## src/ext_pkg.sv

```systemverilog
/* External harness package
   Bus structs, power-domain types, address map and sizes */
package ext_pkg;

  // Register bus
  typedef struct packed {
    logic        valid;
    logic        write;
    logic [31:0] addr;
    logic [31:0] wdata;
    logic [3:0]  wstrb;
  } reg_req_t;

  typedef struct packed {
    logic [31:0] rdata;
    logic        error;
    logic        ready;
  } reg_rsp_t;

  // OBI
  typedef struct packed {
    logic        req;
    logic        we;
    logic [3:0]  be;
    logic [31:0] addr;
    logic [31:0] wdata;
  } obi_req_t;

  typedef struct packed {
    logic        gnt;
    logic        rvalid;
    logic [31:0] rdata;
  } obi_resp_t;

  // Power domains where a 0 bit means the switch is on
  localparam int NUM_BANKS = 2;
  localparam int EXT_DOMAINS = 1;

  typedef struct packed {
    logic cpu;
    logic periph;
  } core_domains_t;

  typedef logic [NUM_BANKS-1:0] bank_mask_t;
  typedef logic [EXT_DOMAINS-1:0] ext_mask_t;

  typedef struct packed {
    core_domains_t core;
    bank_mask_t    banks;
    ext_mask_t     ext;
  } power_domains_t;

  localparam int SWITCH_ACK_LATENCY = 15;

  // Peripheral address map with windows of [base, base + size)
  localparam int PERIPH_SEL_W = 1;
  localparam int NUM_PERIPHS = 2;
  localparam logic [PERIPH_SEL_W-1:0] POWER_CTRL_IDX = 1'b0;
  localparam logic [PERIPH_SEL_W-1:0] GPIO_CNT_IDX = 1'b1;
  localparam logic [31:0] POWER_CTRL_BASE = 32'h2000_0000;
  localparam logic [31:0] GPIO_CNT_BASE = 32'h2000_1000;
  localparam logic [31:0] PERIPH_SIZE = 32'h0000_1000;

  // Register offsets inside a window
  localparam logic [11:0] SWITCH_OFFSET = 12'h000;
  localparam logic [11:0] ACK_OFFSET = 12'h004;
  localparam logic [11:0] COUNT_OFFSET = 12'h000;
  localparam logic [11:0] MAX_OFFSET = 12'h004;

  localparam int CNT_WIDTH = 32;
  localparam logic [CNT_WIDTH-1:0] CNT_MAX_RESET = 'd2048;

  localparam int MEM_WORDS = 8192;
  localparam int MEM_ADDR_W = 13;

endpackage

```

## src/obi_req_buffer.sv

```systemverilog
/* OBI request buffer
   Holds one accepted request and presents it downstream a cycle later */
module obi_req_buffer (
  input  logic               clk_i,
  input  logic               rst_i,
  input  ext_pkg::obi_req_t  producer_req_i,
  output ext_pkg::obi_resp_t producer_resp_o,
  output ext_pkg::obi_req_t  consumer_req_o,
  input  ext_pkg::obi_resp_t consumer_resp_i
);

  ext_pkg::obi_req_t held_q;
  logic              gnt;

  // Slot is free, or the held request drains this cycle
  assign gnt = ~held_q.req | consumer_resp_i.gnt;

  always_ff @(posedge clk_i) begin
    if (rst_i) begin
      held_q.req <= 1'b0;
    end else if (gnt) begin
      held_q <= producer_req_i;
    end
  end

  assign consumer_req_o = held_q;

  // Responses pass straight back
  assign producer_resp_o = '{
      gnt:    gnt,
      rvalid: consumer_resp_i.rvalid,
      rdata:  consumer_resp_i.rdata
  };

endmodule

```

## config.mk

```make
export PLATFORM = sky130hd
export DESIGN_NAME = obi_req_buffer
export DESIGN_NICKNAME = d
export VERILOG_FILES = /design/src/ext_pkg.sv /design/src/obi_req_buffer.sv
export SDC_FILE = /design/constraint.sdc
export NUM_CORES = 1
export LEC_CHECK = 0
export ABC_CLOCK_PERIOD_IN_PS = 2400
export BUFFER_PORTS_ARGS = -buffer_cell sky130_fd_sc_hd__buf_2
export CAP_MARGIN = 30
export CORE_MARGIN = 4
export CORE_UTILIZATION = 39
export CTS_BUF_LIST = sky130_fd_sc_hd__clkbuf_2
export CTS_CLUSTER_DIAMETER = 40
export DETAILED_ROUTE_END_ITERATION = 16
export GPL_TIMING_DRIVEN = 0
export MAX_ROUTING_LAYER = met4
export PLACE_DENSITY = 0.83
export SYNTH_ARGS = -nofsm -noshare
export SYNTH_HDL_FRONTEND = slang
export SYNTH_SLANG_ARGS = --single-unit
export TNS_END_PERCENT = 5
```

## constraint.sdc

```tcl
create_clock -name clk_i -period 2.4 [get_ports clk_i]
set_input_delay 0.48 -clock clk_i [delete_from_list [all_inputs] [get_ports clk_i]]
set_output_delay 0.48 -clock clk_i [all_outputs]
set_load 0.02 [all_outputs]
```

# --- After elaboration in Yosys (flattened, before gate mapping) ---
# Index checks and enable logic that the tools add are counted.
classes:
  n_div: 0
  mux: 0
  bitwise_logic: 3
  magnitude_cmp: 0
  n_shift: 0
  mul: 0
  n_reduce_logical: 1
  add_sub_neg: 0
  eq_ne: 0
ops:
  columns: ["operator", "n"]
  rows:
  - ["$not A1 Y1", 2]
  - ["$reduce_and A2 Y1", 1]
  - ["$or A1 B1 Y1", 1]
word_totals:
  mem_bits_ro: 0
  elab_cells: 9
  mem_count: 0
  mem_bits_rw: 0
  output_inout_bits: 104
  in_bits: 106
  ff_bits: 70
  latch_bits: 0

# --- Logic depth before layout (Yosys ltp) ---
depth:
  word_depth: 3
  depth_mapped: 2
  mapped_depth_nobuf: 2

# --- Worst setup path before layout ---
# Ideal clock, no wire load.
synth_path:
  kind: "input to register"
  startpoint: "in consumer_resp_i[33] (netlist name)"
  endpoint: "reg held_q (netlist bit consumer_req_o[0]) (enable)"
  path_buffers: 0
  cell_stages: 2
  setup_slack_ns: 0.314
  arrival_ns: 1.682
  setup_ns: 0.404
  required_ns: 1.996
  cell_sequence: "nand2b_4 nor2b_4"
synth_between:
  elab_chain_cells: 2
synth_lines:
  columns: ["element", "line", "source"]
  rows:
  - ["start: declaration", "obi_req_buffer.sv:9", "input ext_pkg::obi_resp_t consumer_resp_i"]
  - ["$or A1 B1 Y1", "obi_req_buffer.sv:16", "assign gnt = ~held_q.req | consumer_resp_i.gnt;"]
  - ["$reduce_and A2 Y1 (no line)", null, null]
  - ["end signal: assignment", "obi_req_buffer.sv:22", "held_q <= producer_req_i;"]
  - ["end: declaration", "obi_req_buffer.sv:12", "ext_pkg::obi_req_t held_q;"]
# Every way passes these cells.
# A chain may end at the register's enable or synchronous reset.

# --- Worst setup path after layout ---
layout_path:
  startpoint: "reg held_q (netlist bit consumer_req_o[69])"
  endpoint: "reg held_q (netlist bit consumer_req_o[36]) (enable)"
layout_between:
  elab_chain_cells: 3
layout_lines:
  columns: ["element", "line", "source"]
  rows:
  - ["$not A1 Y1", "obi_req_buffer.sv:16", null]
  - ["$or A1 B1 Y1", "obi_req_buffer.sv:16", null]
  - ["named net gnt", "obi_req_buffer.sv:13", "logic gnt;"]
  - ["$reduce_and A2 Y1 (no line)", null, null]
# The timed path passes the listed nets, and every way through them passes these cells.

==> qor.yml <==
cp-end-kind: "flop"
syn_to_final_growth_pct: 47.7
synth-seq-area-share_pct: 87.6
synth_common_cells: "69 x edfxtp_1, 34 x buf_4"
grt_pass1_wl_microns: 9450
fmax_mhz: 529
core_sq_um: 5920
drtPass1Iterations: 2
p_clk_share_pct: 30.2
drt-total-wl_microns: 6640
io_pins: 210
gr-total-overflow: 0
path_clk_slew_ns: 0.22
grt_pass1_vias: 1727
pwr-share-comb_pct: 14.1
finalPower_mw: 2.60
hold_buffers: 0
fin_area_sq_um: 3530
path_cells: "nand2b_4, nor2b_4, buf_12"
maxSlewViolCount: 0
place_ws_ns: 0.237
fin_cells: 376
synth_top_area_share_pct: 86.8
max_stage_delay_ns: 0.76
syn_nets: 214
synth_top_cell_by_area: "edfxtp_1"
fill_cells: 464
power.leakage_nw: 1.65
ant_nets: 0
die_x_microns: 86.2
netlist_area_sq_um: 2390
min_path_type: "input pin to flop"
antenna_found_initial: 0
slew_headroom_pct: 38.5
status: "finished clean"
initial_core_util_pct: 40.3
yosysMostFrequentCell: "edfxtp_1"
yosys_register_bits: 70
die-area_sq_um: 7440
switching_share_pct: 25.7
drt_iter0_markers: 30
power_frac_seq_pct: 55.7
p_switching_mw: 0.666
synth_ff_type: "edfxtp_1"
finish.utilization_pct: 59.6
drive_gt1_share_pct: 76.4
grt_max_degree: 39
synth_cell_types: 7
ys_warn_count: 0
peakVddDrop_mv: 0.391
insertion_delay_ns: 0.48
largest_reg_flops: 70
path_delay_family: "simple AND/OR/NAND/NOR gates"
place_inst: 360
cts_root_buf: "clkbuf_2"
portBuffers: 176
post_cts_resized: 0
wl_per_cell_microns: 17.7
final_net_count: 402
rows: 28
synthCells: 108
hold_viol_final: 0
worstSetupPathType: "flop to flop"
hpwlAfterDp_microns: 5500
setup_ws_ns: 0.509
drc: 0
avgViaCountPerCell: 4.20
intPower_mw: 1.93
async_flop_share_pct: 0
crit_required_ns: 2.57
rsz0062_at_grt: "no"
avgSynthCellArea_sq_um: 22.1
die_h_microns: 86.2
multi_input_area_sq_um: 36.3
fin_crit_ns: 1.89
synth_edf_count: 69
vias: 1578
clk_path_buf_depth: 2
critPathArrivalTime_ns: 2.06
gp_congestion: 0.822
antenna_cells: 0
htree_levels: 3
final-setup-viol-count: 0
power_density_nw_per_um2: 736
cp-start-kind: "flop"
post_cts_buffers: 0
regArea_sq_um: 2090
worst_pin_slew_ns: 0.921
cts_tree: "done"
grtUsageTotal_pct: 18.4
slowest_stage: "nor2b_4"
finClkSkew_ns: 0.0311
crit_fanout: 38
period_share_pct: 78.8
synth.area.top_cells: "edfxtp_1 87%, buf_4 11%, dfxtp_1 0.84%, nand2b_4 0.58%, nor2b_4 0.58%"
drv_cap: 0
numCtsBuffers: 9
placedInstanceArea_sq_um: 3380
cts.sinks: 70
critical_path_buf_inv_count: 1
## per-layer routing
metal	global-route usage (%)	routed length, microns	vias to the layer above
met2	34.2	3910	103
met3	5.70	571	10
met5	-	0	-
met1	17.1	2050	723
li1	-	-	742
met4	8.07	111	0
## final timing paths
check | startpoint | endpoint | slack, ns | cells past startpoint
min | producer_req_i[59] | consumer_req_o[59] | 0.14 | 1
min reg2reg | consumer_req_o[69] | consumer_req_o[69] | 0.54 | 2
max reg2reg | consumer_req_o[69] | consumer_req_o[36] | 0.51 | 3
max | consumer_req_o[69] | consumer_req_o[36] | 0.51 | 3
## power groups by stage
stage	Sequential, mW	Combinational, mW	Clock (mW)
after detailed placement	1.47	0.372	0
after global routing	1.45	0.388	0.859
after global placement	1.47	0.357	0
final	1.44	0.366	0.785
after CTS	1.45	0.373	0.800
after floorplan	1.57	0.108	0
## through the flow
step	TNS (ns)	hold WS, ns
CTS	0	0.0951
finish	0	0.140
global route	0	0.0654
detailed placement	0	0.522
global placement	-4.81	0.489
floorplan	0	0.542
## final cells by class
type | instances | area share, %
buffer | 34 | 7.24
inverter | 1 | 0.106
multi-input combinational | 3 | 1.03
timing repair buffer | 177 | 25.6
clock inverter | 6 | 2.66
clock buffer | 10 | 1.42
sequential | 70 | 59.3
tap | 75 | 2.66
## cells by family (layout without fill, tap and decap cells)
kind of cell,count (synthesis),after routing,synth area share (%)
AO/OA/AOI/OAI,1,1,0.367
buffers and inverters,35,228,10.8
flip-flops,70,70,87.6
AND/OR/NAND/NOR,2,2,1.15
## cells in the final DEF (no fill, tap or decap), types with 2 or more instances in the layout
cell	netlist	routed
buf_2	0	176
edfxtp_1	69	69
buf_4	34	34
clkbuf_2	0	10
bufinv_16	0	2
clkinv_4	0	2
## worst register-to-register path, cell delays in order (launching register included)
cell and delay [ns]:
dfxtp_1 0.39, nand2b_4 0.10, nor2b_4 0.76, buf_12 0.31
(Power assumes the default switching activity.)
