--- src/ext_pkg.sv ---
/* External harness package
   Bus structs, power-domain types, address map and sizes */
package ext_pkg;

  // Register bus
  typedef struct packed {
    logic        valid;
    logic        write;
    logic [31:0] addr;
    logic [31:0] wdata;
    logic [3:0]  wstrb;
  } reg_req_t;

  typedef struct packed {
    logic [31:0] rdata;
    logic        error;
    logic        ready;
  } reg_rsp_t;

  // OBI
  typedef struct packed {
    logic        req;
    logic        we;
    logic [3:0]  be;
    logic [31:0] addr;
    logic [31:0] wdata;
  } obi_req_t;

  typedef struct packed {
    logic        gnt;
    logic        rvalid;
    logic [31:0] rdata;
  } obi_resp_t;

  // Power domains where a 0 bit means the switch is on
  localparam int NUM_BANKS = 2;
  localparam int EXT_DOMAINS = 1;

  typedef struct packed {
    logic cpu;
    logic periph;
  } core_domains_t;

  typedef logic [NUM_BANKS-1:0] bank_mask_t;
  typedef logic [EXT_DOMAINS-1:0] ext_mask_t;

  typedef struct packed {
    core_domains_t core;
    bank_mask_t    banks;
    ext_mask_t     ext;
  } power_domains_t;

  localparam int SWITCH_ACK_LATENCY = 15;

  // Peripheral address map with windows of [base, base + size)
  localparam int PERIPH_SEL_W = 1;
  localparam int NUM_PERIPHS = 2;
  localparam logic [PERIPH_SEL_W-1:0] POWER_CTRL_IDX = 1'b0;
  localparam logic [PERIPH_SEL_W-1:0] GPIO_CNT_IDX = 1'b1;
  localparam logic [31:0] POWER_CTRL_BASE = 32'h2000_0000;
  localparam logic [31:0] GPIO_CNT_BASE = 32'h2000_1000;
  localparam logic [31:0] PERIPH_SIZE = 32'h0000_1000;

  // Register offsets inside a window
  localparam logic [11:0] SWITCH_OFFSET = 12'h000;
  localparam logic [11:0] ACK_OFFSET = 12'h004;
  localparam logic [11:0] COUNT_OFFSET = 12'h000;
  localparam logic [11:0] MAX_OFFSET = 12'h004;

  localparam int CNT_WIDTH = 32;
  localparam logic [CNT_WIDTH-1:0] CNT_MAX_RESET = 'd2048;

  localparam int MEM_WORDS = 8192;
  localparam int MEM_ADDR_W = 13;

endpackage

--- src/gpio_cnt.sv ---
/* GPIO edge counter
   Counts rising edges on gpio_i and toggles gpio_o at a programmable limit */
module gpio_cnt (
  input  logic              clk_i,
  input  logic              rst_i,
  input  logic              gpio_i,
  output logic              gpio_o,
  input  ext_pkg::reg_req_t reg_req_i,
  output ext_pkg::reg_rsp_t reg_rsp_o
);

  logic                          gpio_q;
  logic [ext_pkg::CNT_WIDTH-1:0] count_q;
  logic [ext_pkg::CNT_WIDTH-1:0] max_q;
  logic [ext_pkg::CNT_WIDTH-1:0] count_inc;
  logic                          rise;
  logic                          wr_en;
  logic                          wr_count;
  logic                          wr_max;

  assign rise      = gpio_i & ~gpio_q;
  assign count_inc = count_q + 1'b1;
  assign wr_en     = reg_req_i.valid & reg_req_i.write;
  assign wr_count  = wr_en & (reg_req_i.addr[11:0] == ext_pkg::COUNT_OFFSET);
  assign wr_max    = wr_en & (reg_req_i.addr[11:0] == ext_pkg::MAX_OFFSET);

  always_ff @(posedge clk_i) begin
    if (rst_i) begin
      gpio_q  <= 1'b0;
      gpio_o  <= 1'b0;
      count_q <= '0;
      max_q   <= ext_pkg::CNT_MAX_RESET;
    end else begin
      gpio_q <= gpio_i;
      // Register writes take priority over a counted edge
      if (wr_count || wr_max) begin
        count_q <= '0;
      end else if (rise) begin
        if (count_inc == max_q) begin
          count_q <= '0;
          gpio_o  <= ~gpio_o;
        end else begin
          count_q <= count_inc;
        end
      end
      if (wr_max) begin
        for (int b = 0; b < ext_pkg::CNT_WIDTH / 8; b++) begin
          if (reg_req_i.wstrb[b]) begin
            max_q[8*b+:8] <= reg_req_i.wdata[8*b+:8];
          end
        end
      end
    end
  end

  always_comb begin
    reg_rsp_o       = '0;
    reg_rsp_o.ready = 1'b1;
    if (reg_req_i.addr[11:0] == ext_pkg::COUNT_OFFSET) begin
      reg_rsp_o.rdata = count_q;
    end else if (reg_req_i.addr[11:0] == ext_pkg::MAX_OFFSET) begin
      reg_rsp_o.rdata = max_q;
    end
  end

endmodule

--- config.mk ---
export PLATFORM = sky130hd
export DESIGN_NAME = gpio_cnt
export DESIGN_NICKNAME = d
export VERILOG_FILES = /design/src/ext_pkg.sv /design/src/gpio_cnt.sv
export SDC_FILE = /design/constraint.sdc
export NUM_CORES = 1
export LEC_CHECK = 0
export BUFFER_PORTS_ARGS = -buffer_cell sky130_fd_sc_hd__buf_2
export CAP_MARGIN = 20
export CORE_MARGIN = 8
export CORE_UTILIZATION = 27
export DETAILED_ROUTE_END_ITERATION = 8
export PLACE_DENSITY = 0.53
export SYNTH_ARGS = -nofsm -noshare
export SYNTH_HDL_FRONTEND = slang
export SYNTH_SLANG_ARGS = --single-unit
export TNS_END_PERCENT = 100
--- constraint.sdc ---
create_clock -name clk_i -period 7.55 [get_ports clk_i]
set_clock_uncertainty 0.15 [all_clocks]
set_input_delay 0.3775 -clock clk_i [delete_from_list [all_inputs] [get_ports clk_i]]
set_output_delay 0.3775 -clock clk_i [all_outputs]
set_load 0.02 [all_outputs]
# Word level (Yosys, flattened, before mapping)
# Cells that the tools add are included.
classes:
  n_eq_ne: 2
  n_addsub: 1
  n_reduce_logical: 8
  n_bitwise: 7
  mux: 3
ops:
  columns: ["op", "count"]
  rows:
  - ["32-bit two-way mux", 3]
  - ["32-bit by 1-bit adder with 32-bit output (second input constant)", 1]
  - ["32-bit equality test", 1]
  - ["12-bit by 3-bit equality test with 1-bit output (second input constant)", 1]
  - ["12-bit zero test", 1]
  - ["2-bit AND reduction", 4]
  - ["1-bit bitwise AND", 4]
  - ["1-bit inverter", 3]
  - ["3-bit AND reduction", 1]
  - ["2-bit OR reduction", 1]
  - ["1-bit logical OR", 1]
totals:
  in_bits: 73
  elab_cells: 28
  reg_bits: 66
  output_inout_bits: 35

# Logic depth before layout (Yosys ltp)
logic_depth:
  word_depth: 5
  ltp_mapped: 11
  depth_no_buf: 9

# Worst setup path after synthesis
# OpenSTA, ideal clock, no wires.
synth_timing:
  path_type: "register -> register"
  start: "reg count_q[3] in the netlist's numbering"
  end: "reg count_q[10] in the netlist's numbering"
  stages_incl_launch_ff: 10
  arrival_time_ps: 3270
  synth_period_minus_slack_ps: 3542
  n_path_buf: 1
  slack_ps: 4008
  required_time_ps: 7278
  setup_ps: 122
  cell_sequence: "dfxtp_1 > buf_6 > nand4_1 > or4_1 > or4_4 > xnor2_1 > or4_4 > nor4_4 > nor3_2 > a221o_1"
synth_between:
  elab_chain_cells: 3
synth_lines:
  columns: ["element", "line_no", "rtl"]
  rows:
  - ["from (decl)", "gpio_cnt.sv:13", "logic [ext_pkg::CNT_WIDTH-1:0] count_q;"]
  - ["from (signal assigned)", "gpio_cnt.sv:43", "count_q <= count_inc;"]
  - ["32-bit by 1-bit adder with 32-bit output (*)", "gpio_cnt.sv:22", "assign count_inc = count_q + 1'b1;"]
  - ["32-bit equality test", "gpio_cnt.sv:39", "if (count_inc == max_q) begin"]
  - ["32-bit two-way mux (*)", "gpio_cnt.sv:39", null]
# Every way passes the cells marked *; elsewhere a longest branch is shown, timed or not.
# A chain may end at the register's enable or synchronous reset.

# Worst setup path in the final report
layout_timing:
  start: "reg count_q[2] in the netlist's numbering"
  end: "reg count_q[20] in the netlist's numbering"
# The elaborated chain is that of the path after synthesis.

==> key figures <==
Run status
  • Status: completed

Worst setup path
  • Critical Path Start Type: register
  • Worst Setup End Kind: register
  • Arrival @ worst endpoint: 4350 ps
  • Type of the worst setup path: register to register
  • Crit Path Max Fanout: 21
  • CP required: 7600 ps

Clocking
  • Num CTS Buffers: 9
  • Clock buffer depth: 2
  • H-Tree Depth: 3
  • Hold buffer count at CTS: 0
  • CTS Root Cell: clkbuf_16
  • Clock Pin Slew Worst Setup and Hold Paths: 60 ps
  • CTS Sinks: 66
  • # resized after CTS: 0
  • Worst skew pair latency: roughly 330 ps
  • CTS tree: yes
  • Setup Fix Bufs, Post-CTS: 0

Floorplan
  • Core area: 0.0171 mm²
  • I/O pin count: 108
  • Width of the die: ~150 µm
  • Die area: 0.0219 mm²
  • Row cnt: 48
  • Die Y: 148 µm
  • Starting Density: 27.4%

Timing
  • Unrepaired setup endpoints after global routing: false
  • Hold WS: 116 ps
  • Final min period: about 4300 ps
  • Max Clk Rate: 233 MHz
  • Final setup vio count: 0
  • Worst-Margin Slew: 1000 ps
  • Final Hold Vio Count: 0
  • Max-slew violation count: 0
  • Tcrit/Tclk final: 56.9%
  • Setup_tns: 0 ps
  • Relative slew margins: between 30% and 40%

Global route
  • Vias in the first global route: approximately 4100
  • Initial antenna violation count: 0
  • Gr usage total: 12.6%
  • Total grt overflow: 0
  • Largest net degree at the start of global routing: 36
  • First-pass GRT wire length: 22300 µm

Layout
  • Final non-filler cell area: between 0.005 and 0.006 mm²
  • Util after Layout: 31.5%
  • Antenna Cells: 0
  • Final #Nets: 730
  • Layout cells sized above 1: 21.8%
  • Area Overhead vs Synth: 14.9%

Routing
  • ANT nets after route: 0
  • Drt initial violations: 222
  • Detailed Route WL: 13600 µm
  • Vias: 4267
  • Via density: roughly 4.8
  • DRC Markers: 0
  • TritonRoute pass-1 iters: 4
  • WL/cell: ~15 µm

Yosys
  • Mapped Avg Cell Area: 7.74 µm²
  • Synth unique cells: 66
  • Seq/Total Area, Yosys: 28.2%
  • Yosys warns: 0
  • Ys flop type: dfxtp_1
  • Area of the mapped netlist: 0.00469 mm²
  • #FFs+latches synth: 66
  • Synth Instances: 606
  • Fraction of registers with async set/reset: 0%
  • Count of flip-flops with a built-in enable after synthesis: 0
  • Syn_nets: just under 700

Place
  • IO buf count: 85
  • Post-Place Cell Area: 0.00508 mm²
  • Hpwl dp: 10200 µm
  • GPL Wtd Cong: 0.803

Worst hold path
  • Class of the worst hold path: input port to register

Pwr
  • Power per cell area: 153 mW/mm²
  • Peak VDD IR: 0.0000744 V
  • Leak: 1.97 nW

Flow run
  • Max-cap violations: 0
-- critical path, cell delays in order (launching register included) --
cell and delay, ps:
dfxtp_1 540, nand4_1 400, or4_1 720, or4_4 570, xnor2_1 140, or4_4 530
nor4_4 270, buf_4 270, a21o_2 480, nor2_1 100
-- registers in the layout (all words and copies together), names as in the netlist --
name / count
gpio_q: 1
gpio_o: 1
count_q: 32
max_q: 32
-- cell usage in the layout, fill, tap and decap left out, drive strengths merged, types with 17 or more instances in the layout --
cell	Yosys	final
xor2	21	21
xnor2	35	35
nand3	17	17
buf	33	91
nand2	108	108
dfxtp	66	66
nor2	71	71
nand4	20	20
a21oi	46	46
mux2i	33	33
-- synthesized netlist by cell type, types with 2 or more instances --
| master | n | area, µm² |
|---|---|---|
| or3_2 | 2 | 15.0 |
| o211ai_1 | 2 | 15.0 |
| buf_1 | 4 | 15.0 |
| and2_1 | 9 | 56.3 |
| or3_1 | 13 | 81.3 |
| a311oi_1 | 2 | 17.5 |
| a21o_2 | 9 | 78.8 |
| nor3_1 | 8 | 40.0 |
| o21ai_0 | 6 | 30.0 |
| conb_1 | 2 | 7.51 |
| nand3b_1 | 2 | 15.0 |
| and4_1 | 6 | 52.6 |
| and3_1 | 3 | 18.8 |
| a211o_1 | 2 | 17.5 |
| nor2b_1 | 7 | 43.8 |
| o31ai_1 | 2 | 15.0 |
| and3_2 | 2 | 15.0 |
| or4_1 | 3 | 22.5 |
| nand4_1 | 18 | 113 |
| or4_4 | 4 | 45.0 |
| nor2_1 | 71 | 267 |
| nand2b_1 | 4 | 25.0 |
| nor4_1 | 10 | 62.6 |
| nand2_2 | 2 | 12.5 |
| xnor2_1 | 35 | 307 |
| buf_4 | 11 | 82.6 |
| o22ai_1 | 2 | 12.5 |
| buf_6 | 15 | 169 |
| inv_1 | 4 | 15.0 |
| nor4_4 | 2 | 42.5 |
| clkbuf_2 | 2 | 10.0 |
| a211oi_1 | 3 | 22.5 |
| buf_2 | 3 | 15.0 |
| clkbuf_1 | 16 | 60.1 |
| dfxtp_1 | 66 | 1320 |
| a31o_2 | 2 | 17.5 |
| mux2i_1 | 33 | 330 |
| nand3_1 | 16 | 80.1 |
| a31oi_1 | 5 | 31.3 |
| xor2_1 | 21 | 184 |
| mux2_2 | 2 | 22.5 |
| a21oi_1 | 45 | 225 |
| nand2_1 | 106 | 398 |
| a2111oi_0 | 2 | 17.5 |
-- cell families (layout without fill, tap and decap cells) --
group                      after synthesis  after routing  synth area share (%)
and+or+nand+nor                        300            300                  32.8
AOI/OAI and AO/OA                       90             90                  12.7
DFF                                     66             66                  28.2
xor gates and xnor gates                56             56                  10.5
buffers and inverters                   56            111                  8.00
muxes                                   35             35                  7.52
other                                    2              2                 0.160
adders and majority gates                1              1                 0.267
-- through the flow --
stage	setup WS [ps]	total power [mW]	instances
floorplan	4010	0.384	606
global placement	3270	0.402	870
detailed placement	3260	0.402	870
CTS	3240	0.835	886
global route	3020	0.852	886
finish	3250	0.827	886
-- power breakdown --
part | switching (mW) | leakage (nW) | internal [mW]
Combinational | 0.0242 | 1.29 | 0.0190
Clock | 0.161 | 0.151 | 0.272
Sequential | 0.00176 | 0.532 | 0.349
-- worst paths after layout --
path         cells after the start           from  slack [ps]          end
max                              9     count_q[2]        3250  count_q[20]
min                              3  reg_req_i[15]         120    max_q[11]
max reg2reg                      9     count_q[2]        3250  count_q[20]
min reg2reg                      2      max_q[16]         330    max_q[16]
-- layout make-up --
cell class | count | area, µm²
clock buffer | 11 | 253
clock inverter | 5 | 52.6
fill | 1855 | 11700
inverter | 4 | 15.0
multi-input combinational | 484 | 3000
sequential | 66 | 1320
tap | 225 | 282
timing repair buffer | 91 | 470
-- routing by layer --
metal	wire, µm	GRT usage [%]	vias to the layer above	part of all wire, %
li1	-	-	2208	-
met1	6810	17.4	1951	50
met2	6240	20.0	98	46
met3	434	1.53	10	3.2
met4	146	3.82	0	1.1
met5	0	0	-	0
(Power assumes the default switching activity.)
