<file path="config.mk">
export PLATFORM = sky130hd
export DESIGN_NAME = reg_periph_demux
export DESIGN_NICKNAME = d
export VERILOG_FILES = /design/src/ext_pkg.sv /design/src/reg_periph_demux.sv
export SDC_FILE = /design/constraint.sdc
export NUM_CORES = 1
export LEC_CHECK = 0
export BUFFER_PORTS_ARGS = -buffer_cell sky130_fd_sc_hd__buf_2
export CORE_AREA = 2 2 121 123
export DETAILED_ROUTE_END_ITERATION = 10
export DIE_AREA = 0 0 123 125
export PLACE_DENSITY = 0.43
export SYNTH_ARGS = -nofsm -noshare
export SYNTH_HDL_FRONTEND = slang
export SYNTH_SLANG_ARGS = --single-unit
export TNS_END_PERCENT = 100
</file>
<file path="constraint.sdc">
create_clock -name vclk -period 1.3
set_input_delay 0.065 -clock vclk [all_inputs]
set_output_delay 0.065 -clock vclk [all_outputs]
set_load 0.02 [all_outputs]
</file>
<file path="src/ext_pkg.sv">
/* External harness package
   Bus structs, power-domain types, address map and sizes */
package ext_pkg;

  // Register bus
  typedef struct packed {
    logic        valid;
    logic        write;
    logic [31:0] addr;
    logic [31:0] wdata;
    logic [3:0]  wstrb;
  } reg_req_t;

  typedef struct packed {
    logic [31:0] rdata;
    logic        error;
    logic        ready;
  } reg_rsp_t;

  // OBI
  typedef struct packed {
    logic        req;
    logic        we;
    logic [3:0]  be;
    logic [31:0] addr;
    logic [31:0] wdata;
  } obi_req_t;

  typedef struct packed {
    logic        gnt;
    logic        rvalid;
    logic [31:0] rdata;
  } obi_resp_t;

  // Power domains where a 0 bit means the switch is on
  localparam int NUM_BANKS = 2;
  localparam int EXT_DOMAINS = 1;

  typedef struct packed {
    logic cpu;
    logic periph;
  } core_domains_t;

  typedef logic [NUM_BANKS-1:0] bank_mask_t;
  typedef logic [EXT_DOMAINS-1:0] ext_mask_t;

  typedef struct packed {
    core_domains_t core;
    bank_mask_t    banks;
    ext_mask_t     ext;
  } power_domains_t;

  localparam int SWITCH_ACK_LATENCY = 15;

  // Peripheral address map with windows of [base, base + size)
  localparam int PERIPH_SEL_W = 1;
  localparam int NUM_PERIPHS = 2;
  localparam logic [PERIPH_SEL_W-1:0] POWER_CTRL_IDX = 1'b0;
  localparam logic [PERIPH_SEL_W-1:0] GPIO_CNT_IDX = 1'b1;
  localparam logic [31:0] POWER_CTRL_BASE = 32'h2000_0000;
  localparam logic [31:0] GPIO_CNT_BASE = 32'h2000_1000;
  localparam logic [31:0] PERIPH_SIZE = 32'h0000_1000;

  // Register offsets inside a window
  localparam logic [11:0] SWITCH_OFFSET = 12'h000;
  localparam logic [11:0] ACK_OFFSET = 12'h004;
  localparam logic [11:0] COUNT_OFFSET = 12'h000;
  localparam logic [11:0] MAX_OFFSET = 12'h004;

  localparam int CNT_WIDTH = 32;
  localparam logic [CNT_WIDTH-1:0] CNT_MAX_RESET = 'd2048;

  localparam int MEM_WORDS = 8192;
  localparam int MEM_ADDR_W = 13;

endpackage

</file>
<file path="src/reg_periph_demux.sv">
/* Register bus peripheral demux
   Decodes the address map and routes each access to one peripheral */
module reg_periph_demux (
  input  ext_pkg::reg_req_t                         reg_req_i,
  output ext_pkg::reg_rsp_t                         reg_rsp_o,
  output ext_pkg::reg_req_t [ext_pkg::NUM_PERIPHS-1:0] periph_req_o,
  input  ext_pkg::reg_rsp_t [ext_pkg::NUM_PERIPHS-1:0] periph_rsp_i
);

  logic [ext_pkg::PERIPH_SEL_W-1:0] sel;
  logic                             hit;

  function automatic logic in_window(logic [31:0] addr, logic [31:0] base);
    return (addr >= base) && (addr < base + ext_pkg::PERIPH_SIZE);
  endfunction

  // Address decode
  always_comb begin
    sel = '0;
    hit = 1'b0;
    if (in_window(reg_req_i.addr, ext_pkg::POWER_CTRL_BASE)) begin
      sel = ext_pkg::POWER_CTRL_IDX;
      hit = 1'b1;
    end else if (in_window(reg_req_i.addr, ext_pkg::GPIO_CNT_BASE)) begin
      sel = ext_pkg::GPIO_CNT_IDX;
      hit = 1'b1;
    end
  end

  // Unselected ports see an idle bus
  always_comb begin
    periph_req_o = '0;
    if (hit) begin
      periph_req_o[sel] = reg_req_i;
    end
  end

  always_comb begin
    if (hit) begin
      reg_rsp_o = periph_rsp_i[sel];
    end else begin
      reg_rsp_o = '{rdata: '0, error: 1'b1, ready: 1'b1};
    end
  end

endmodule

</file>
======== After elaboration in Yosys (flattened, before gate mapping) ========
Index checks and enable logic that the tools add are counted.
storage, ports and cells
  register bits after elaboration ......... 0
  input bits .............................. 138
  logic and storage cells ................. 19
operators by class
  magnitude comparators ................... 6
  multiplexer cells ....................... 9
  bitwise operators ....................... 1
  reductions and logical operators ........ 3
operator list
  kind                    number
  $and A140 B140 Y140     1
  $mux W140               1
  $mux W34                3
  $demux W70 S1           1
  $mux W70                1
  $ge A32 B30 Y1 const B  2
  $lt A32 B30 Y1 const B  2
  $logic_and A1 B1 Y1     3
  $mux W1                 3
  $lt A1 B2 Y1 const B    1
  $ge A1 B1 Y1 const B    1

======== Logic depth before layout (Yosys ltp) ========
Gate-level depths: netlist of the first run.
  depth after elaboration ................. 10
  depth in mapped cells ................... 6

======== Worst setup path before layout of the first run ========
Ideal clock, no wire load.
  path type ............................... in2out
  from .................................... input reg_req_i[58] (netlist bit)
  to ...................................... output reg_rsp_o[10] (netlist bit)
  arrival time ............................ 1.220 ns
  required time ........................... 1.235 ns
  slack ................................... 0.015 ns
  stages .................................. 4
  buffers on the path ..................... 1
  cells stage by stage .................... nor4_4 nand3_2 buf_2 nor3_1
RTL lines
  item         RTL line               text
  from (decl)  reg_periph_demux.sv:4  input ext_pkg::reg_req_t reg_req_i,
  to (decl)    reg_periph_demux.sv:5  output ext_pkg::reg_rsp_t reg_rsp_o,

==> impl_metrics.ini, run 1 <==
[global_routing]
grt_use_total_pct = 9.33
first_pass_grt_wire_length_um = 11700
number_of_antenna_violations_at_the_first_check_in_global_routing = 0
first_global_vias = 2421
grt_overflow_total = 0
grt_start_max_net_pins = 91

[power_and_ir_drop]
largest_vdd_supply_drop_mv = 0.0902
power_density_nw_per_um2 = 113
power_leakage_nw = 2.67
design_power_total_uw = 520

[logic_synthesis]
synth_common_cells = sky130_fd_sc_hd__and3_1 (91), sky130_fd_sc_hd__buf_4 (38), sky130_fd_sc_hd__nor3_1 (34), sky130_fd_sc_hd__mux2i_1 (32), sky130_fd_sc_hd__buf_2 (18)
synth_compound_gate_area_share_pct = 0
syn-instance-count = 252
synth_adder_area_share_pct = 0
synth.top_cell.area_share_pct = 31.5
dominant_cells_by_area_after_synthesis = sky130_fd_sc_hd__and3_1 (32%), sky130_fd_sc_hd__mux2i_1 (18%), sky130_fd_sc_hd__buf_4 (16%), sky130_fd_sc_hd__nor3_1 (9.4%), sky130_fd_sc_hd__buf_6 (6.9%)
synthMostInstantiatedCell = sky130_fd_sc_hd__and3_1
synth_area_per_cell_um2 = 7.16
synthXorXnorAreaFrac_pct = 0
cell_type_with_the_largest_total_area_after_synthesis = sky130_fd_sc_hd__and3_1
synth-simple-area-share_pct = 52.7
netlist_area_um2 = 1810
main_combinational_cell_family_by_area_after_synthesis = simple AND/OR/NAND/NOR gates
yosys_warnings = 0
synth_mux_area_share_pct = 19.0
synth-seq-area-share_pct = 0
yosys.cell_types.count = 19

[clocking]
post_cts_hold_buffer_count = 0

[status]
failed_checks = setup timing
run_status = complete, but fails checks

[route]
detail_route.wirelength_um = 10200
route.detailed.drc = 0
route.detailed.wl_per_inst_um = 14.5
drt_first_iter_violations = 51
drt_first_pass_iters = 4
avgViaCountPerCell = 4.14
drt.antenna.violating_nets = 0
route.vias.total = 2921

[setup_path]
worstSetupEndpointType = output pin
startpoint_class = input port
cp.depth = 7
critPathTopFamily = simple AND/OR/NAND/NOR gates
cpMaxStageDelayCell = sky130_fd_sc_hd__and4b_4
critPathLaunch = reg_req_i[55]
cp.required_ns = 1.24
cp.arrival_ns = 1.41
critical_path_peak_fanout = 25
crit_path_frequent_cell = sky130_fd_sc_hd__buf_4
critPathBufInv = 4
critPathMaxStageDelay_ns = 0.29
path_cells = buf_2 > nor4_4 > buf_4 > and4b_4 > buf_12 > and3_1 > buf_4
critical_path_class = in2out
critPathCapture = periph_req_o[26]

[final_layout]
sequential_area_um2 = 0
drive_gt1_share_pct = 71.2
antennaDiodeCount = 0
final_core_utilization_pct = 32.3
final.fill_count = 1440
nNetsFinal = 661
total_of_clock_buffers_placed_in_the_layout = 0
multi_input_area_um2 = 1840
flow.area_growth_from_synthesis_pct = 154
finish.cell_count_without_fillers = 705
n_sequential_cell = 0

[sta]
slew_viol_final = 0
period_minus_slack_ns = 1.47
layout_setup_ws_ns = -0.172
number_of_endpoints_failing_setup_at_the_final_stage = 133
rsz0062_at_grt = yes
clock.fmax_mhz = 679
timing.final.hold_violations = 0
fin_hold_ws_ns = 0.473
post-route-period-util_pct = 113

[floorplan]
die-area_um2 = 15400
ioPinCount = 312
die_h_um = 125
num_rows = 44
initial_utilization_pct = 12.7
dieWidth_um = 123
placeableCoreArea_um2 = 14200

[min_path]
hold_path.class = in2out

[placed_design]
dpl_worst_slack_ns = -0.314
place_hpwl_um = 6730
placement.io_buffers = 275
numPlacedInstances = 693
routabilityCongestion = 0.726

[run]
drv.max_cap_violation_count = 0
-- power breakdown --
part / switching (mW) / internal, mW / total [mW]
registers: 0 / 0 / 0
clock network: 0 / 0 / 0
logic: 0.289 / 0.231 / 0.520
total: 0.289 / 0.231 / 0.520
-- kinds of logic (layout without fill, tap and decap cells) --
kind of cell,count (synthesis),in the layout
buffers and inverters,69,302
and+or+nand+nor,148,148
muxes,34,34
other,1,37
-- how the worst min path moves through the flow --
stage | start | end | slack, ns | cells after the start
floorplan | reg_req_i[0] | periph_req_o[0] | 0.32 | 1
global placement | reg_req_i[5] | periph_req_o[5] | 0.49 | 3
detailed placement | reg_req_i[25] | periph_req_o[95] | 0.48 | 3
CTS | reg_req_i[26] | periph_req_o[26] | 0.47 | 3
global route | reg_req_i[3] | periph_req_o[3] | 0.49 | 3
finish | reg_req_i[12] | periph_req_o[82] | 0.47 | 3
-- area by class of cell --
| class | instances | area share (%) |
|---|---|---|
| Tap cell | 184 | 5.02 |
| Multi-Input combinational cell | 219 | 40.1 |
| Timing Repair Buffer | 302 | 54.9 |
-- per-layer routing --
metal  global-route usage (%)  routed length, µm
met1                     9.47               3800
met5                        0                  0
met4                        0                  0
met3                     1.05                816
met2                     20.5               5620
-- cells in the final DEF (no fill, tap or decap), types with 3 or more instances in the layout --
master	count
sky130_fd_sc_hd__and3_1	76
sky130_fd_sc_hd__and3_2	10
sky130_fd_sc_hd__and3_4	15
sky130_fd_sc_hd__buf_12	9
sky130_fd_sc_hd__buf_2	137
sky130_fd_sc_hd__buf_4	48
sky130_fd_sc_hd__buf_6	103
sky130_fd_sc_hd__clkbuf_16	4
sky130_fd_sc_hd__conb_1	37
sky130_fd_sc_hd__mux2i_1	31
sky130_fd_sc_hd__nor3_1	3
sky130_fd_sc_hd__nor3_2	12
sky130_fd_sc_hd__nor3_4	19
sky130_fd_sc_hd__nor4_4	3
-- repair_timing --
action / in CTS / in global routing
buffers inserted: 2 / 5
cloned: 1 / 4
endpoints found under the setup margin: 137 / 135
resized for setup: 117 / 208
pin swaps: 3 / 34
-- metrics by stage --
| stage | TNS (ns) | cell area [µm²] |
|---|---|---|
| finish | -16.14 | 4580 |
| CTS | -17.61 | 3580 |
| global placement | -30.77 | 3220 |
| detailed placement | -29.98 | 3220 |
| floorplan | 0 | 1940 |
| global route | -25.75 | 4580 |
No activity file was read; power rests on OpenSTA's default activity.
==> run 2: changes to the inputs <==
--- a/config.mk
+++ b/config.mk
@@ -10,6 +10,7 @@
 export DETAILED_ROUTE_END_ITERATION = 10
 export DIE_AREA = 0 0 123 125
 export PLACE_DENSITY = 0.43
+export REMOVE_ABC_BUFFERS = 1
 export SYNTH_ARGS = -nofsm -noshare
 export SYNTH_HDL_FRONTEND = slang
 export SYNTH_SLANG_ARGS = --single-unit
==> run 2 against run 1 <==
  * The run still ends with setup timing left
  * First-iteration DRC count up 3.9%
  * Critical path depth unchanged
  * Non-clock buffer count up 6
  * Design area down 3.5%
  * Via count up 4.8%
==> impl_metrics.ini, run 2 (synthesis gave the netlist of run 1 again) <==
[status]
run_status = complete, but fails checks
failed_checks = setup timing

[sta]
clock.fmax_mhz = 680
slew_viol_final = 0
number_of_endpoints_failing_setup_at_the_final_stage = 135
layout_setup_ws_ns = -0.170
post-route-period-util_pct = 113
rsz0062_at_grt = yes
period_minus_slack_ns = 1.47
fin_hold_ws_ns = 0.472
timing.final.hold_violations = 0

[setup_path]
critPathBufInv = 4
cpMaxStageDelayCell = sky130_fd_sc_hd__nor4b_4
critical_path_class = in2out
startpoint_class = input port
path_cells = buf_2 > nor4b_4 > buf_4 > and2_4 > buf_8 > and3_1 > buf_6
critPathTopFamily = simple AND/OR/NAND/NOR gates
worstSetupEndpointType = output pin
critical_path_peak_fanout = 12
critPathMaxStageDelay_ns = 0.31
cp.required_ns = 1.24
cp.arrival_ns = 1.41

[power_and_ir_drop]
power_leakage_nw = 2.48
power_density_nw_per_um2 = 117
comb_power_share_pct = 100.0
internal-power_uw = 234
share_clk_of_total_power_pct = 0
power.share.sequential_pct = 0
largest_vdd_supply_drop_mv = 0.125
power_switching_share_pct = 54.9
switching_power_uw = 285

[global_routing]
number_of_antenna_violations_at_the_first_check_in_global_routing = 1
first_pass_grt_wire_length_um = 13200
grt_use_total_pct = 10.7
grt_start_max_net_pins = 103
grt_overflow_total = 0
first_global_vias = 2481

[route]
drt_first_iter_violations = 53
avgViaCountPerCell = 4.30
drt.antenna.violating_nets = 0
detail_route.wirelength_um = 13100
route.detailed.drc = 0
route.vias.total = 3060
drt_first_pass_iters = 4
route.detailed.wl_per_inst_um = 18.3

[floorplan]
num_rows = 44
ioPinCount = 312
initial_utilization_pct = 12.7
die_h_um = 125
placeableCoreArea_um2 = 14200
die-area_um2 = 15400
dieWidth_um = 123

[run]
drv.max_cap_violation_count = 0

[placed_design]
numPlacedInstances = 693
routabilityCongestion = 0.757
dpl_worst_slack_ns = -0.185
area_post_placement_um2 = 3230
placement.io_buffers = 275
place_hpwl_um = 8440

[final_layout]
nNetsFinal = 668
sequential_area_um2 = 0
n_sequential_cell = 0
layout.cells.most_common_list = sky130_fd_sc_hd__buf_2 (151), sky130_fd_sc_hd__buf_6 (71), sky130_fd_sc_hd__buf_4 (68), sky130_fd_sc_hd__and3_1 (56)
flow.area_growth_from_synthesis_pct = 145
drive_gt1_share_pct = 72.0
commonest_non_fill_non_tap_cell_in_the_layout = sky130_fd_sc_hd__buf_2
finalInstanceArea_um2 = 4420
total_of_clock_buffers_placed_in_the_layout = 0
finish.cell_count_without_fillers = 712
final.fill_count = 1519
antennaDiodeCount = 0

[clocking]
post_cts_hold_buffer_count = 0

[min_path]
hold_path.class = in2out
[run 2: cell count changes in the layout (fill, tap and decap cells not counted), moves of 2 or more]
cell | previous run | this run
sky130_fd_sc_hd__or3_4 | 2 | 0
sky130_fd_sc_hd__buf_4 | 48 | 68
sky130_fd_sc_hd__buf_6 | 103 | 71
sky130_fd_sc_hd__buf_2 | 137 | 151
sky130_fd_sc_hd__or3_1 | 0 | 2
sky130_fd_sc_hd__clkbuf_16 | 4 | 9
sky130_fd_sc_hd__and2_4 | 0 | 4
sky130_fd_sc_hd__and2_1 | 2 | 0
sky130_fd_sc_hd__nor3_4 | 19 | 0
sky130_fd_sc_hd__nor3_1 | 3 | 21
sky130_fd_sc_hd__and3_1 | 76 | 56
sky130_fd_sc_hd__and3_2 | 10 | 8
sky130_fd_sc_hd__and3_4 | 15 | 37
[run 2: worst paths after layout]
check,slack [ns],end,cells after the start,from
worst min-delay path,0.47,periph_req_o[31],3,reg_req_i[31]
worst max-delay path,-0.17,periph_req_o[81],7,reg_req_i[67]
[run 2: what timing repair did]
item,4_1_cts,5_1_grt
resized for setup,83,166
setup endpoints to repair,132,137
setup buffers,0,3
cloned,0,16
pin swaps,3,32
[run 2: final cells by class]
type	count	area [µm²]	share of cell area [%]
repair buffers	308	2470	55.8
well taps	184	230	5.21
multi-input cells	220	1720	39.0
[run 2: worst min-delay path: cells and delay by family]
family / cells / cell delay (ns)
buffers and inverters: 2 / 0.21
AND/OR/NAND/NOR: 1 / 0.13
[run 2: metal layers]
metal  wire [µm]  track usage (%)
met1        5060             13.6
met2        6910             20.6
met3         879            0.821
met4         209                0
met5           0                0
[run 2: through the flow]
stage / setup TNS (ns) / utilization, % / power (mW)
floorplan: -80.49 / - / 0.176
global placement: -9.94 / 22.7 / 0.462
detailed placement: -15.33 / 22.7 / 0.472
CTS: -12.19 / 24.5 / 0.483
global route: -25.30 / 31.1 / 0.559
finish: -16.54 / 31.1 / 0.518
[run 2: power groups by stage]
stage               registers [mW]  clock network [mW]  logic [mW]
finish                           0                   0       0.518
global route                     0                   0       0.559
CTS                              0                   0       0.483
detailed placement               0                   0       0.472
global placement                 0                   0       0.462
floorplan                        0                   0       0.176
