## src/ext_pkg.sv

```systemverilog
/* External harness package
   Bus structs, power-domain types, address map and sizes */
package ext_pkg;

  // Register bus
  typedef struct packed {
    logic        valid;
    logic        write;
    logic [31:0] addr;
    logic [31:0] wdata;
    logic [3:0]  wstrb;
  } reg_req_t;

  typedef struct packed {
    logic [31:0] rdata;
    logic        error;
    logic        ready;
  } reg_rsp_t;

  // OBI
  typedef struct packed {
    logic        req;
    logic        we;
    logic [3:0]  be;
    logic [31:0] addr;
    logic [31:0] wdata;
  } obi_req_t;

  typedef struct packed {
    logic        gnt;
    logic        rvalid;
    logic [31:0] rdata;
  } obi_resp_t;

  // Power domains where a 0 bit means the switch is on
  localparam int NUM_BANKS = 2;
  localparam int EXT_DOMAINS = 1;

  typedef struct packed {
    logic cpu;
    logic periph;
  } core_domains_t;

  typedef logic [NUM_BANKS-1:0] bank_mask_t;
  typedef logic [EXT_DOMAINS-1:0] ext_mask_t;

  typedef struct packed {
    core_domains_t core;
    bank_mask_t    banks;
    ext_mask_t     ext;
  } power_domains_t;

  localparam int SWITCH_ACK_LATENCY = 15;

  // Peripheral address map with windows of [base, base + size)
  localparam int PERIPH_SEL_W = 1;
  localparam int NUM_PERIPHS = 2;
  localparam logic [PERIPH_SEL_W-1:0] POWER_CTRL_IDX = 1'b0;
  localparam logic [PERIPH_SEL_W-1:0] GPIO_CNT_IDX = 1'b1;
  localparam logic [31:0] POWER_CTRL_BASE = 32'h2000_0000;
  localparam logic [31:0] GPIO_CNT_BASE = 32'h2000_1000;
  localparam logic [31:0] PERIPH_SIZE = 32'h0000_1000;

  // Register offsets inside a window
  localparam logic [11:0] SWITCH_OFFSET = 12'h000;
  localparam logic [11:0] ACK_OFFSET = 12'h004;
  localparam logic [11:0] COUNT_OFFSET = 12'h000;
  localparam logic [11:0] MAX_OFFSET = 12'h004;

  localparam int CNT_WIDTH = 32;
  localparam logic [CNT_WIDTH-1:0] CNT_MAX_RESET = 'd2048;

  localparam int MEM_WORDS = 8192;
  localparam int MEM_ADDR_W = 13;

endpackage

```

## src/power_ctrl_regs.sv

```systemverilog
/* Power control registers
   Hold the domain switch bits and read back the switch acknowledges */
module power_ctrl_regs (
  input  logic                    clk_i,
  input  logic                    rst_i,
  input  ext_pkg::reg_req_t       reg_req_i,
  output ext_pkg::reg_rsp_t       reg_rsp_o,
  output ext_pkg::power_domains_t switch_n_o,
  input  ext_pkg::power_domains_t ack_n_i
);

  logic [11:0] offset;
  logic        wr_switch;

  assign offset = reg_req_i.addr[11:0];

  // All switch bits sit in byte 0
  assign wr_switch = reg_req_i.valid & reg_req_i.write & reg_req_i.wstrb[0] &
                     (offset == ext_pkg::SWITCH_OFFSET);

  always_ff @(posedge clk_i) begin
    if (rst_i) begin
      switch_n_o <= '0;
    end else if (wr_switch) begin
      switch_n_o <= ext_pkg::power_domains_t'(
          reg_req_i.wdata[$bits(ext_pkg::power_domains_t)-1:0]);
    end
  end

  // Read mux with ACK as a read-only view
  always_comb begin
    reg_rsp_o       = '0;
    reg_rsp_o.ready = 1'b1;
    case (offset)
      ext_pkg::SWITCH_OFFSET: begin
        reg_rsp_o.rdata[$bits(ext_pkg::power_domains_t)-1:0] = switch_n_o;
      end
      ext_pkg::ACK_OFFSET: begin
        reg_rsp_o.rdata[$bits(ext_pkg::power_domains_t)-1:0] = ack_n_i;
      end
      default: begin
        reg_rsp_o.rdata = '0;
      end
    endcase
  end

endmodule

```

## config.mk

```make
export PLATFORM = sky130hd
export DESIGN_NAME = power_ctrl_regs
export DESIGN_NICKNAME = d
export VERILOG_FILES = /design/src/ext_pkg.sv /design/src/power_ctrl_regs.sv
export SDC_FILE = /design/constraint.sdc
export NUM_CORES = 1
export LEC_CHECK = 0
export CAP_MARGIN = 25
export CORE_UTILIZATION = 27
export CTS_CLUSTER_SIZE = 20
export DETAILED_ROUTE_END_ITERATION = 10
export DONT_BUFFER_PORTS = 1
export GPL_TIMING_DRIVEN = 0
export SYNTH_ARGS = -nofsm -noshare
export SYNTH_HDL_FRONTEND = slang
export SYNTH_SLANG_ARGS = --single-unit
```

## constraint.sdc

```tcl
create_clock -name clk_i -period 1.3 [get_ports clk_i]
set_clock_uncertainty 0.15 [all_clocks]
set_input_delay 0 -clock clk_i [delete_from_list [all_inputs] [get_ports clk_i]]
set_output_delay 0 -clock clk_i [all_outputs]
set_load 0.005 [all_outputs]
```

Word level (Yosys, flattened, before mapping):

Index checks and enable logic that the tools add are counted.

* eq/ne operators: 1
* mux-type cells: 1
* bitwise gates (word level): 3
* reductions and logical operators: 1

Operators by type and width (number)
* $eq A12 B3 Y1 const B: 1
* $logic_not A12 Y1: 1
* $pmux W5 S2: 1
* $and A1 B1 Y1: 3

* bits in registers: 5
* input bits: 77

Depth between registers and ports, before layout:

Gate-level depths: netlist (run 1).

* word-level depth: 3
* mapped depth: 4

Worst setup path after synthesis (run 1):

Ideal clock, no wire load.

* kind: input to register
* from: input port reg_req_i[38] in the netlist's numbering
* to: register switch_n_o[0] in the netlist's numbering
* library setup time: 0.120 ns
* data arrival time: 0.694 ns
* path slack: 0.336 ns
* stages on the path: 4
* cell sequence: buf_6 and4b_1 nand4_4 mux2i_1

* longest elaborated chain between the ends: 2

Ends and longest elaborated chain
* start: declaration: line power_ctrl_regs.sv:6 `input ext_pkg::reg_req_t reg_req_i,`
* $logic_not A12 Y1: line power_ctrl_regs.sv:19 `(offset == ext_pkg::SWITCH_OFFSET);`
* $and A1 B1 Y1: line power_ctrl_regs.sv:18 `assign wr_switch = reg_req_i.valid & reg_req_i.write & reg_req_i.wstrb[0] &`
* end signal: assignment: line power_ctrl_regs.sv:25 `switch_n_o <= ext_pkg::power_domains_t'(`
* end: declaration: line power_ctrl_regs.sv:8 `output ext_pkg::power_domains_t switch_n_o,`

No other way between the ends.
A chain may end at the register's enable or synchronous reset.

==> impl_metrics.py, run 1 <==
metrics = {
    "cells_and_area": {
        "final_cells": 138,
        "largest-register": "switch_n_o",
        "fill_cells": 196,
        "largest_reg_flops": 5,
        "finalNetCount": 189,
        "multi_input_area_um2": 385,
        "drive_gt1_share_pct": 33.3,
        "diodes": 0,
        "reg_top3": "switch_n_o (5)",
        "seqCellArea_um2": 100,
        "syn_to_final_growth_pct": 45.9,
    },
    "run_status": {
        "failed_checks": "negative hold slack",
        "status": "finished, violations left",
    },
    "grt": {
        "grt_antenna_before_repair": 0,
        "grt_max_degree": 7,
        "grt_usage_pct": 10.4,
        "grt_pass1_vias": 431,
        "grt-ovfl-total": 0,
        "grt_pass1_wl_um": 1870,
    },
    "detailed_routing": {
        "routed_wirelength_um": 1250,
        "wl_per_cell_um": 9.02,
        "via_per_inst": 3.59,
        "drtIter0Drc": 2,
        "final_antenna_net_count": 0,
        "vias": 495,
        "drt_pass1_iterations": 4,
        "drc": 0,
    },
    "worst_setup_path": {
        "critPathLaunchType": "input port",
        "reg2reg_slack_ps": 480,
        "path_class": "input port to flip-flop",
        "cp.arrival_ps": 1230,
        "critPathRequiredTime_ps": 1290,
        "crit_path_end_kind": "flip-flop",
        "cp_max_fo": 1,
    },
    "floorplanning": {
        "die_h_um": 49.7,
        "rows": 16,
        "ios": 116,
        "die_x_um": 49.7,
        "die-area_mm2": 0.00247,
        "start_util_pct": 30.0,
        "core_mm2": 0.00204,
    },
    "flow_run": {
        "drv_cap": 0,
    },
    "power": {
        "ir_worst_vdd_v": 0.000389,
        "switchingPower_mw": 0.123,
        "p_per_area_mw_per_mm2": 551,
        "p_leak_nw": 0.487,
        "pwr-share-comb_pct": 29.8,
        "swShare_pct": 25.0,
        "finalPower_mw": 0.493,
        "intPower_mw": 0.370,
        "clkPwrFrac_pct": 39.0,
        "seq_power_share_pct": 31.2,
    },
    "clock_network": {
        "insertion_delay_ps": 260,
        "cts_tree": "done",
        "cts-root-buf": "clkbuf_4",
        "ctsResizeCount": 0,
        "htree_levels": 1,
        "clkSinkCount": 5,
        "post_cts_buffers": 0,
        "cts_made_buffers": 3,
        "clk_pin_slew_ps": 50,
        "clk_path_buf_depth": 2,
    },
    "synthesis": {
        "netlist-cell-type-count": 12,
        "syn-cell-area_um2": 613,
        "yosys.area.top_type": "buf_4",
        "yosysSeqAreaShare_pct": 16.3,
        "synth_top_area_share_pct": 35.5,
        "yosys_warnings": 0,
        "synthTopCellsByArea": "buf_4 36%, dfxtp_1 16%, mux2i_1 16%",
        "syn_area_per_cell_um2": 9.02,
        "yosys_register_bits": 5,
        "syn_inst": 68,
    },
    "sta": {
        "fin_ws_ps": 64.3,
        "fin_crit_ps": 1240,
        "finalHoldWorstSlack_ps": -130,
        "rsz0062_at_grt": "no",
        "fmax_mhz": 809,
        "final_max_slew_viol_count": 0,
        "tns_ps": 0,
        "fin_crit_sh_pct": 95.1,
        "setup_viol": 0,
        "finalHoldViolCount": 5,
    },
    "placed_design": {
        "io_buffer_count": 0,
        "routabilityCongestion": 0.700,
        "pre_cts_slack_ps": 282,
        "dp.cells": 122,
    },
    "hold_path": {
        "hold_class": "input port to flip-flop",
    },
}
[logic make-up (layout without fill, tap and decap cells)]
family | Yosys count | in the layout | share of synthesized area (%)
other | 2 | 29 | 1.22
buffers and inverters | 30 | 46 | 37.3
muxes | 10 | 10 | 16.3
DFF | 5 | 5 | 16.3
and+or+nand+nor | 21 | 21 | 28.8
[timing repair]
action | in CTS | in global routing
setup endpoints to repair | 0 | 1
hold buffers | 12 | 1
hold endpoints to repair | 5 | 5
[worst max-delay path, cell delays in order]
cell,delay [ps]
dlygate4sd3_1,540
nand2b_1,70
dlygate4sd3_1,550
mux2i_1,70
[power groups by stage]
stage                     Combinational (mW)  Sequential (mW)  Clock [mW]
final                                  0.147            0.154       0.192
after CTS                              0.143            0.154       0.193
after global routing                   0.160            0.154       0.196
after detailed placement               0.115            0.157           0
after global placement                 0.114            0.157           0
after floorplan                        0.112            0.157           0
[cells in the final DEF (no fill, tap or decap)]
| master | n |
|---|---|
| and4b_1 | 1 |
| buf_4 | 29 |
| buf_6 | 1 |
| clkbuf_1 | 1 |
| clkbuf_4 | 3 |
| conb_1 | 29 |
| dfxtp_1 | 5 |
| dlygate4sd3_1 | 12 |
| mux2i_1 | 10 |
| nand2b_1 | 10 |
| nand3_1 | 1 |
| nand4_4 | 1 |
| nor2_1 | 5 |
| nor3_4 | 1 |
| nor4_4 | 2 |
[cells in the mapped netlist (all sizes together)]
cell	n
nor4	2
dfxtp	5
nand2b	10
conb	2
mux2i	10
and4b	1
nand3	1
buf	30
nand4	1
nor3	1
nor2	5
[final timing paths]
path                 start  cells after the start            end
max           reg_req_i[5]                      4  switch_n_o[1]
min          reg_req_i[46]                      3  switch_n_o[1]
max reg2reg  switch_n_o[4]                      2  switch_n_o[4]
min reg2reg  switch_n_o[1]                      2  switch_n_o[1]
[area by class of cell]
cell class	count	area share (%)
buffer	30	25.6
tap	27	3.78
sequential	5	11.2
timing repair buffer	12	13.4
clock buffer	4	2.94
multi-input combinational	60	43.1
[per-layer routing]
layer / vias to the layer above / track usage (%) / share of wire (%)
met3: 5 / 4.01 / 18
met1: 187 / 7.76 / 31
li1: 249 / - / -
met5: - / 0 / 0
met4: 0 / 10.0 / 3.3
met2: 54 / 19.4 / 48
[through the flow]
step           util [%]  cell area [µm²]
3_5_place_dp       36.6              748
2_1_floorplan         -              714
3_3_place_gp       36.6              748
6_report           43.8              895
5_1_grt            43.8              895
4_1_cts            43.8              895
No activity file was read; power rests on OpenSTA's default activity.
==> inputs of run 2 (changes only) <==
--- a/config.mk
+++ b/config.mk
@@ -11,6 +11,7 @@
 export DETAILED_ROUTE_END_ITERATION = 10
 export DONT_BUFFER_PORTS = 1
 export GPL_TIMING_DRIVEN = 0
+export RECOVER_POWER = 50
 export SYNTH_ARGS = -nofsm -noshare
 export SYNTH_HDL_FRONTEND = slang
 export SYNTH_SLANG_ARGS = --single-unit
==> impl_metrics.py, run 2 (same netlist as run 1, synthesis figures left out) <==
metrics = {
    "sta": {
        "setup_viol": 0,
        "fmax_mhz": 807,
        "fin_crit_ps": 1240,
        "finalHoldWorstSlack_ps": -128,
        "final_max_slew_viol_count": 0,
        "tns_ps": 0,
        "fin_crit_sh_pct": 95.4,
        "finalHoldViolCount": 5,
        "rsz0062_at_grt": "no",
    },
    "clock_network": {
        "cts_made_buffers": 3,
        "htree_levels": 1,
        "post_cts_buffers": 0,
        "clkSinkCount": 5,
        "clk_pin_slew_ps": 40,
        "clk_path_buf_depth": 2,
        "cts_tree": "done",
        "cts-root-buf": "clkbuf_4",
        "insertion_delay_ps": 250,
    },
    "power": {
        "intPower_mw": 0.369,
        "swShare_pct": 24.7,
        "pwr-share-comb_pct": 29.9,
        "seq_power_share_pct": 31.4,
        "finalPower_mw": 0.490,
        "p_per_area_mw_per_mm2": 553,
        "ir_worst_vdd_v": 0.000400,
        "clkPwrFrac_pct": 38.7,
        "switchingPower_mw": 0.121,
        "p_leak_nw": 0.485,
    },
    "worst_setup_path": {
        "cp.arrival_ps": 1230,
        "worst-r2r-cell-count": 2,
        "cp_max_fo": 1,
        "r2r-end": "switch_n_o[4]",
        "reg2reg_slack_ps": 480,
        "path_class": "input port to flip-flop",
        "critPathLaunchType": "input port",
        "r2r_start": "switch_n_o[4]",
        "critPathRequiredTime_ps": 1290,
        "cp-startpoint": "reg_req_i[5]",
        "crit_path_end_kind": "flip-flop",
    },
    "hold_path": {
        "hold_class": "input port to flip-flop",
        "worstHoldStart": "reg_req_i[46]",
        "whs_endpoint": "switch_n_o[1]",
        "hold_depth": 3,
    },
    "floorplanning": {
        "die_x_um": 49.7,
        "rows": 16,
        "core_mm2": 0.00204,
        "ios": 116,
        "start_util_pct": 30.0,
        "die-area_mm2": 0.00247,
        "die_h_um": 49.7,
    },
    "grt": {
        "grt_pass1_vias": 431,
        "grt_antenna_before_repair": 0,
        "grt_max_degree": 7,
        "grt_usage_pct": 10.4,
        "grt_pass1_wl_um": 1870,
        "grt-ovfl-total": 0,
    },
    "detailed_routing": {
        "final_antenna_net_count": 0,
        "wl_per_cell_um": 8.98,
        "drc": 0,
        "drt_pass1_iterations": 2,
        "drtIter0Drc": 2,
        "via_per_inst": 3.58,
        "vias": 494,
        "routed_wirelength_um": 1240,
    },
    "cells_and_area": {
        "diodes": 0,
        "drive_gt1_share_pct": 33.3,
        "largest-register": "switch_n_o",
        "largest_reg_flops": 5,
        "final_cell_mix": "29 x buf_4, 29 x conb_1, 12 x dlygate4sd3_1",
        "syn_to_final_growth_pct": 44.5,
        "finalNetCount": 189,
        "reg_top3": "switch_n_o (5)",
    },
    "run_status": {
        "status": "finished, violations left",
        "failed_checks": "negative hold slack",
    },
    "placed_design": {
        "io_buffer_count": 0,
        "routabilityCongestion": 0.700,
    },
    "flow_run": {
        "drv_cap": 0,
    },
}
run 2: cell counts in the layout (fill, tap and decap cells not counted):
No cell type changed its count.
run 2: worst max-delay path: stages:
cell	delay, ps
dlygate4sd3_1	540
nand2b_1	70
dlygate4sd3_1	550
mux2i_1	70
run 2: cell type report:
type	count	area (µm²)
Timing Repair Buffer	12	120
Clock buffer	4	26.3
Multi-Input combinational cell	60	377
Buffer	30	229
Fill cell	199	1160
Sequential cell	5	100
Tap cell	27	33.8
run 2: power by group through the flow:
stage	logic, mW	clock network (mW)	registers, mW
final	0.146	0.189	0.154
after global routing	0.159	0.196	0.154
after CTS	0.143	0.193	0.154
after detailed placement	0.115	0	0.157
after global placement	0.114	0	0.157
after floorplan	0.112	0	0.157
run 2: timing repair:
item / CTS / global route
gates resized for setup: 0 / 0
endpoints found under the hold margin: 5 / 5
setup endpoints to repair: 0 / 1
hold buffers: 12 / 1
run 2: worst max path at each step:
stage,to,slack (ps),cells after the start
6_report,switch_n_o[1],60,4
5_1_grt,switch_n_o[1],10,4
4_1_cts,switch_n_o[2],80,4
3_5_place_dp,switch_n_o[2],280,4
3_3_place_gp,switch_n_o[1],290,4
2_1_floorplan,switch_n_o[0],340,4
run 2: metrics by stage:
stage	setup slack [ps]	hold WS (ps)	cells	cell area (µm²)	util (%)
finish	60.2	-128	138	886	43.4
detailed placement	282	10.9	122	748	36.6
global placement	290	6.70	122	748	36.6
global route	10.8	-112	138	886	43.4
CTS	83.7	-131	138	895	43.8
floorplan	336	-1.38	95	714	-
run 2: routing by layer:
metal / global-route usage (%) / wire length [µm]
met5: 0 / 0
met2: 19.4 / 597
met3: 4.01 / 213
met1: 7.76 / 386
met4: 10.0 / 42
==> inputs of run 3 (changes only) <==
--- a/config.mk
+++ b/config.mk
@@ -11,6 +11,7 @@
 export DETAILED_ROUTE_END_ITERATION = 10
 export DONT_BUFFER_PORTS = 1
 export GPL_TIMING_DRIVEN = 0
+export PLACE_DENSITY = 0.49
 export RECOVER_POWER = 50
 export SYNTH_ARGS = -nofsm -noshare
 export SYNTH_HDL_FRONTEND = slang
==> impl_metrics.py, run 3 (same netlist as run 1, synthesis figures left out) <==
metrics = {
    "clock_network": {
        "cts-root-buf": "clkbuf_4",
        "clk_path_buf_depth": 2,
        "clk_pin_slew_ps": 50,
        "ctsResizeCount": 0,
        "htree_levels": 1,
        "insertion_delay_ps": 250,
        "cts_tree": "done",
        "clkSinkCount": 5,
        "cts_made_buffers": 3,
        "cts_hold_buffers": 12,
        "post_cts_buffers": 0,
    },
    "placed_design": {
        "hpwl_um": 1010,
        "io_buffer_count": 0,
        "dp.cells": 122,
        "routabilityCongestion": 0.635,
    },
    "power": {
        "seq_power_share_pct": 31.5,
        "swShare_pct": 24.6,
        "p_per_area_mw_per_mm2": 552,
        "switchingPower_mw": 0.120,
        "p_leak_nw": 0.484,
        "clkPwrFrac_pct": 38.6,
        "ir_worst_vdd_v": 0.000480,
        "intPower_mw": 0.369,
        "pwr-share-comb_pct": 29.9,
    },
    "worst_setup_path": {
        "reg2reg_slack_ps": 490,
        "cp_max_fo": 1,
        "critPathLaunchType": "input port",
        "path_class": "input port to flip-flop",
        "critPathRequiredTime_ps": 1280,
        "crit_path_end_kind": "flip-flop",
        "cp.arrival_ps": 1220,
    },
    "cells_and_area": {
        "syn_to_final_growth_pct": 44.5,
        "largest-register": "switch_n_o",
        "reg_top3": "switch_n_o (5)",
        "drive_gt1_share_pct": 33.3,
        "finalNetCount": 189,
        "largest_reg_flops": 5,
        "final_cell_mix": "29 x buf_4, 29 x conb_1, 12 x dlygate4sd3_1",
        "final_cells": 138,
        "diodes": 0,
    },
    "floorplanning": {
        "die_h_um": 49.7,
        "rows": 16,
        "die-area_mm2": 0.00247,
        "die_x_um": 49.7,
        "ios": 116,
        "core_mm2": 0.00204,
        "start_util_pct": 30.0,
    },
    "sta": {
        "final_max_slew_viol_count": 0,
        "finalHoldWorstSlack_ps": -112,
        "finalHoldViolCount": 5,
        "tns_ps": 0,
        "fin_crit_sh_pct": 95.1,
        "setup_viol": 0,
        "rsz0062_at_grt": "no",
        "fin_crit_ps": 1240,
        "fmax_mhz": 809,
    },
    "detailed_routing": {
        "drt_pass1_iterations": 1,
        "routed_wirelength_um": 1230,
        "wl_per_cell_um": 8.89,
        "drtIter0Drc": 0,
        "final_antenna_net_count": 0,
        "drc": 0,
        "vias": 493,
        "via_per_inst": 3.57,
    },
    "grt": {
        "grt_pass1_vias": 441,
        "grt_max_degree": 7,
        "grt_pass1_wl_um": 1910,
        "grt_antenna_before_repair": 0,
        "grt-ovfl-total": 0,
        "grt_usage_pct": 10.7,
    },
    "flow_run": {
        "drv_cap": 0,
    },
    "run_status": {
        "failed_checks": "negative hold slack",
        "status": "finished, violations left",
    },
    "hold_path": {
        "hold_class": "input port to flip-flop",
    },
}
-- run 3: path summary, 6_finish.rpt --
check | start | end | cells past startpoint
setup / recovery | reg_req_i[8] | switch_n_o[4] | 4
hold / removal | reg_req_i[42] | switch_n_o[1] | 3
setup reg to reg | switch_n_o[2] | switch_n_o[2] | 2
hold reg to reg | switch_n_o[3] | switch_n_o[3] | 2
-- run 3: power by group through the flow --
stage / Clock [mW] / Sequential (mW) / Combinational (mW)
floorplan: 0 / 0.157 / 0.112
global placement: 0 / 0.157 / 0.114
global route: 0.213 / 0.153 / 0.160
CTS: 0.196 / 0.154 / 0.143
finish: 0.189 / 0.154 / 0.146
detailed placement: 0 / 0.157 / 0.115
-- run 3: layout make-up --
class | count | area (µm²)
clock buffers | 4 | 26.3
flip-flops and latches | 5 | 100
plain buffers | 30 | 229
multi-input cells | 60 | 377
repair buffers | 12 | 120
well taps | 27 | 33.8
fillers | 210 | 1160
-- run 3: stage by stage --
step / power (mW) / setup WS, ps / utilization, % / area, µm²
floorplan: 0.269 / 336 / - / 714
global placement: 0.271 / 278 / 36.6 / 748
detailed placement: 0.271 / 270 / 36.6 / 748
CTS: 0.492 / 90.7 / 43.8 / 895
global route: 0.526 / 20.4 / 43.4 / 886
finish: 0.489 / 64.3 / 43.4 / 886
-- run 3: critical path: stages --
cell	delay, ps
dlygate4sd3_1	530
nand2b_1	70
dlygate4sd3_1	550
mux2i_1	60
-- run 3: metal layers --
layer	vias to the layer above	GRT usage [%]	wire length, µm
met5	-	0	0
met4	0	7.14	21
met3	2	5.56	271
met2	56	18.7	544
met1	185	9.41	390
li1	250	-	-
